--- config.mk ---
export PLATFORM = sky130hd
export DESIGN_NAME = hamming_encode_stage
export DESIGN_NICKNAME = d
export VERILOG_FILES = /design/src/common/hamming_types_pkg.sv /design/src/common/hamming_stream_pkg.sv /design/src/encoder/hamming_encoder.sv /design/src/encoder/hamming_encode_stage.sv
export VERILOG_INCLUDE_DIRS = /design/src /design/src/common
export SDC_FILE = /design/constraint.sdc
export NUM_CORES = 1
export LEC_CHECK = 0
export BUFFER_PORTS_ARGS = -buffer_cell sky130_fd_sc_hd__buf_2
export CELL_PAD_IN_SITES_DETAIL_PLACEMENT = 2
export CELL_PAD_IN_SITES_GLOBAL_PLACEMENT = 2
export CORE_AREA = 4 4 55 57
export DETAILED_ROUTE_END_ITERATION = 10
export DIE_AREA = 0 0 59 61
export PLACE_DENSITY = 0.79
export SYNTH_ARGS = -nofsm -noshare
export SYNTH_HDL_FRONTEND = slang
export SYNTH_SLANG_ARGS = --single-unit
--- constraint.sdc ---
create_clock -name clock -period 1.6 [get_ports clock]
set_clock_uncertainty 0.1 [all_clocks]
set_input_delay 0.24 -clock clock [delete_from_list [all_inputs] [get_ports clock]]
set_output_delay 0.24 -clock clock [all_outputs]
set_load 0.05 [all_outputs]
--- src/common/hamming_cfg.svh ---
// ----------------------------------------------------------------------
// Width macros for the Hamming link
// Data width, parity width and the resulting block width
// ----------------------------------------------------------------------

`ifndef HAMMING_CFG_SVH
`define HAMMING_CFG_SVH

// Payload bits per word
`define HAMMING_DATA_WIDTH 8

// Smallest parity count with 2**P >= data + parity + 1
`define HAMMING_PARITY_WIDTH 4

// Data and parity together
`define HAMMING_BLOCK_WIDTH (`HAMMING_DATA_WIDTH + `HAMMING_PARITY_WIDTH)

`endif

--- src/common/hamming_types_pkg.sv ---
// ----------------------------------------------------------------------
// Hamming code types
// Width typedefs and the block pack / unpack functions
// ----------------------------------------------------------------------

`include "hamming_cfg.svh"

package hamming_types_pkg;

  typedef logic [`HAMMING_DATA_WIDTH-1:0]   data_t;
  typedef logic [`HAMMING_PARITY_WIDTH-1:0] code_t;
  typedef logic [`HAMMING_BLOCK_WIDTH-1:0]  block_t;
  // Faulty block position, zero when clean
  typedef logic [`HAMMING_PARITY_WIDTH-1:0] syndrome_t;

  // Powers of two take parity bits, the rest take data in ascending order
  // Block position p lives at bit index p-1
  function automatic block_t pack_block(data_t data, code_t code);
    block_t block;
    int     d_idx;
    int     p_idx;
    d_idx = 0;
    p_idx = 0;
    for (int pos = 1; pos <= `HAMMING_BLOCK_WIDTH; pos++) begin
      if ((pos & (pos - 1)) == 0) begin
        block[pos-1] = code[p_idx];
        p_idx++;
      end else begin
        block[pos-1] = data[d_idx];
        d_idx++;
      end
    end
    return block;
  endfunction

  // Inverse of pack_block
  function automatic void unpack_block(input block_t block, output data_t data,
                                       output code_t code);
    int d_idx;
    int p_idx;
    d_idx = 0;
    p_idx = 0;
    for (int pos = 1; pos <= `HAMMING_BLOCK_WIDTH; pos++) begin
      if ((pos & (pos - 1)) == 0) begin
        code[p_idx] = block[pos-1];
        p_idx++;
      end else begin
        data[d_idx] = block[pos-1];
        d_idx++;
      end
    end
  endfunction

endpackage

--- src/common/hamming_stream_pkg.sv ---
// ----------------------------------------------------------------------
// Beat formats carried on the link streams
// Input beat with fault mask, coded beat, corrected output beat
// ----------------------------------------------------------------------

`include "hamming_cfg.svh"

package hamming_stream_pkg;

  import hamming_types_pkg::*;

  // Word to send, plus block positions to invert in the channel
  typedef struct packed {
    data_t  data;
    block_t flip_mask;
  } in_beat_t;

  // Possibly faulted word and parity as seen after the channel
  typedef struct packed {
    data_t data;
    code_t code;
  } coded_beat_t;

  // Repaired word, error high when a bit was flipped back
  typedef struct packed {
    data_t data;
    logic  error;
  } out_beat_t;

endpackage

--- src/encoder/hamming_encoder.sv ---
// ----------------------------------------------------------------------
// Hamming parity generator
// Combinational, one code word per data word
// ----------------------------------------------------------------------

`include "hamming_cfg.svh"

module hamming_encoder
  import hamming_types_pkg::*;
(
  input  data_t data,
  output code_t code
);

  // Data placed at its block positions, parity slots left at zero
  block_t data_block;

  assign data_block = pack_block(data, '0);

  // Parity bit k covers every position whose index has bit k set
  always_comb begin
    code = '0;
    for (int k = 0; k < `HAMMING_PARITY_WIDTH; k++) begin
      for (int pos = 1; pos <= `HAMMING_BLOCK_WIDTH; pos++) begin
        if (pos[k]) begin
          code[k] = code[k] ^ data_block[pos-1];
        end
      end
    end
  end

endmodule

--- src/encoder/hamming_encode_stage.sv ---
// ----------------------------------------------------------------------
// Encode register stage
// Parity generation, channel fault injection and one valid/ready slot
// ----------------------------------------------------------------------

module hamming_encode_stage
  import hamming_types_pkg::*;
  import hamming_stream_pkg::*;
(
  input  logic        clock,
  input  logic        reset,
  input  in_beat_t    in_beat,
  input  logic        in_valid,
  output logic        in_ready,
  output coded_beat_t coded_beat,
  output logic        coded_valid,
  input  logic        coded_ready
);

  code_t       in_code;
  block_t      faulted_block;
  coded_beat_t faulted_beat;

  hamming_encoder i_encoder (
    .data (in_beat.data),
    .code (in_code)
  );

  // Build the clean block, then invert the masked positions
  always_comb begin
    faulted_block = pack_block(in_beat.data, in_code) ^ in_beat.flip_mask;
    unpack_block(faulted_block, faulted_beat.data, faulted_beat.code);
  end

  // Slot free, or drained this same cycle
  assign in_ready = !coded_valid || coded_ready;

  always_ff @(posedge clock) begin
    if (reset) begin
      coded_valid <= 1'b0;
    end else if (in_ready) begin
      coded_valid <= in_valid;
    end
  end

  // Payload only moves on an accepted input
  always_ff @(posedge clock) begin
    if (in_valid && in_ready) begin
      coded_beat <= faulted_beat;
    end
  end

  // A stalled beat stays put until the correct stage takes it
  a_coded_stable: assert property (
    @(posedge clock) disable iff (reset)
    coded_valid && !coded_ready |=> coded_valid && $stable(coded_beat)
  );

endmodule

==> impl_results.md <==
- Yosys cell types: 10
- Clk sinks: 13
- Fin crit share: 0.807
- Syn nets: 61
- FF+latch count, synth: 13
- Nets: 105
- Main synth FF type: edfxtp_1
- P per Cell Area: 1040 nW/um2
- Total Routing Usage GR: 0.0906
- Commonest cells post-synth: edfxtp_1, xor2_1, xnor2_1
- Final WS setup: 0.309 ns
- Critical path data arrival time: 0.95 ns
- Crit path kind: flip-flop to output pin
- Outcome: finished clean
- Root Driver: clkbuf_4
- WHS: 0.0915 ns
- Post-synth ARST share: 0
- Htree depth: 1
- IO Pins: 38
- Non-filler cells, final: 110
- Most frequent cell after synthesis: edfxtp_1
- Layout overhead on the synthesized area: 42.3%
- Crit start category: flip-flop
- FF/Latch Area: 382 um2
- Synth Area in Simple Gates: 0.0196
- Seq/Total Area, Yosys: 0.595
- Share of layout cells above drive strength 1: 0.550
- Vias in the first global route: 504
- Cts bufs inserted: 3
- GRT Residual Overflow: 0
- RSZ-0062 raised after global routing: false
- First-pass GRT wire length: 2.26 mm
- Tot Pwr: 0.944 mW
- Leak pwr: 0.429 nW
- Tmin final: 1.29 ns
- CTS tree: yes
- Ranking of synthesized cells by area: edfxtp_1, xnor3_1, xor2_1, xnor2_1, dfxtp_1
- Pins Over Slew Limit: 0
- Worst Max-Slew Pin Slew: 0.259 ns
- Clk buf depth: 2
- Syn Inst Count: 37
- TNS Setup: 0 ns
- DIE AREA: 3600 um2
- Final Hold Fails: 0
- Floorplan die height: 61 um
- Compound-Gate Fraction of Synth Area: 0.00783
- Avg WL per Cell: 14.1 um
- Initial antenna violation count: 0
- Setup Viol. Count Final: 0
- CTS resizes: 0
- N_diodes: 0
- Number of vias per cell: 4.15
- Largest family of logic cells by synthesized area: XOR/XNOR gates
- Crit end category: output pin
- FMAX: 774 MHz
- Worst-path fanout max: 3
- Die width: 59 um
- Area share of the largest cell type after synthesis: 0.564
- Synth Area in Adders: 0
- Input/output buffers: 37
- Post-route cell area: 910 um2
- Max Cap Viol: 0
- Initial DRC Count: 4
- Gp weighted congestion: 0.599
- Max VDD drop: 0.456 mV
- Fin util: 0.367
- Mux contribution to synthesized area: 0
- WP data required: 1.26 ns
- Cell Area, Synth: 639 um2
- # fillers: 268
- Headroom to the max-slew limit: 0.829
- Multi-input logic area: 258 um2
- DRC Markers: 0
- Largest net degree at the start of global routing: 13
- Core area: 2480 um2
- DP Area: 873 um2
- XOR/XNOR Fraction of Synth Area: 0.372
- Worst hold path class: primary input to flip-flop
- Dominant cell type by area after synthesis: edfxtp_1
- Clock transition at the registers of the reported paths: 0.08 ns
- Post-synth EDFFs: 12
- Avg Inst Size Synth: 17.3 um2
- Yosys warns: 0
- Post-CTS setup buffer count: 0
- Post-Route WL: 1.55 mm
- Worst slack, placed: 0.174 ns
- Worst-skew pair later-pin latency: 0.28 ns
- FP Rows: 18
- Placed cells: 105
- Initial core utilization: 0.258
- Routed Antenna Nets: 0
- First-pass DRT Iterations: 2
- Vias: 456
-- power breakdown --
part           internal [mW]  leakage [nW]  switching, mW  total, mW
combinational          0.109         0.289          0.194      0.303
sequential             0.420         0.125        0.00817      0.428
clock                 0.0968        0.0150          0.115      0.212
total                  0.626         0.429          0.318      0.944
-- critical path: stages (launching register included) --
cell and delay (ns):
dfxtp_2 0.33, nand2b_2 0.08, buf_2 0.26
-- cell families after synthesis --
logic type | count (synthesis)
xor+xnor | 20
simple gates | 2
compound gates | 1
flops | 13
buf+inv | 1
-- final cells by class --
type	instances	share of cell area
Tap cell	30	0.0413
Sequential cell	13	0.420
Clock buffer	4	0.0289
Timing Repair Buffer	39	0.223
Multi-Input combinational cell	23	0.283
Inverter	1	0.00413
-- final timing paths --
check                    from       endpoint  slack, ns  cells after the start
setup / recovery  coded_valid       in_ready       0.31                      2
hold / removal       in_valid    coded_valid       0.09                      3
setup reg to reg  coded_valid  coded_beat[8]       0.46                      3
hold reg to reg   coded_valid    coded_valid       0.40                      2
-- state kept, by name, summed over array words and instances, names as in the netlist --
| register | count |
|---|---|
| coded_beat | 12 |
| coded_valid | 1 |
-- routing by layer --
layer  global-route usage  routed length [um]  vias to the layer above
met3               0.0319                 139                        3
met4               0.0583                  29                        0
li1                     -                   -                      214
met5                    0                   0                        -
met1               0.0781                 509                      217
met2                0.175                 867                       22
-- timing repair --
action,in CTS,in global routing
hold buffers,0,1
endpoints found under the hold margin,0,1
endpoints found under the setup margin,0,0
-- cell usage in the layout (no fill, tap or decap), drive strengths merged --
| cell | synthesis | routed |
|---|---|---|
| buf | 0 | 38 |
| edfxtp | 12 | 12 |
| xor2 | 10 | 10 |
| xnor2 | 6 | 6 |
| xnor3 | 4 | 4 |
| clkbuf | 0 | 4 |
| nand2b | 1 | 1 |
| and2 | 1 | 1 |
| inv | 1 | 1 |
| a21oi | 1 | 1 |
| dfxtp | 1 | 1 |
| dlygate4sd3 | 0 | 1 |
No activity file was read; power rests on OpenSTA's default activity.
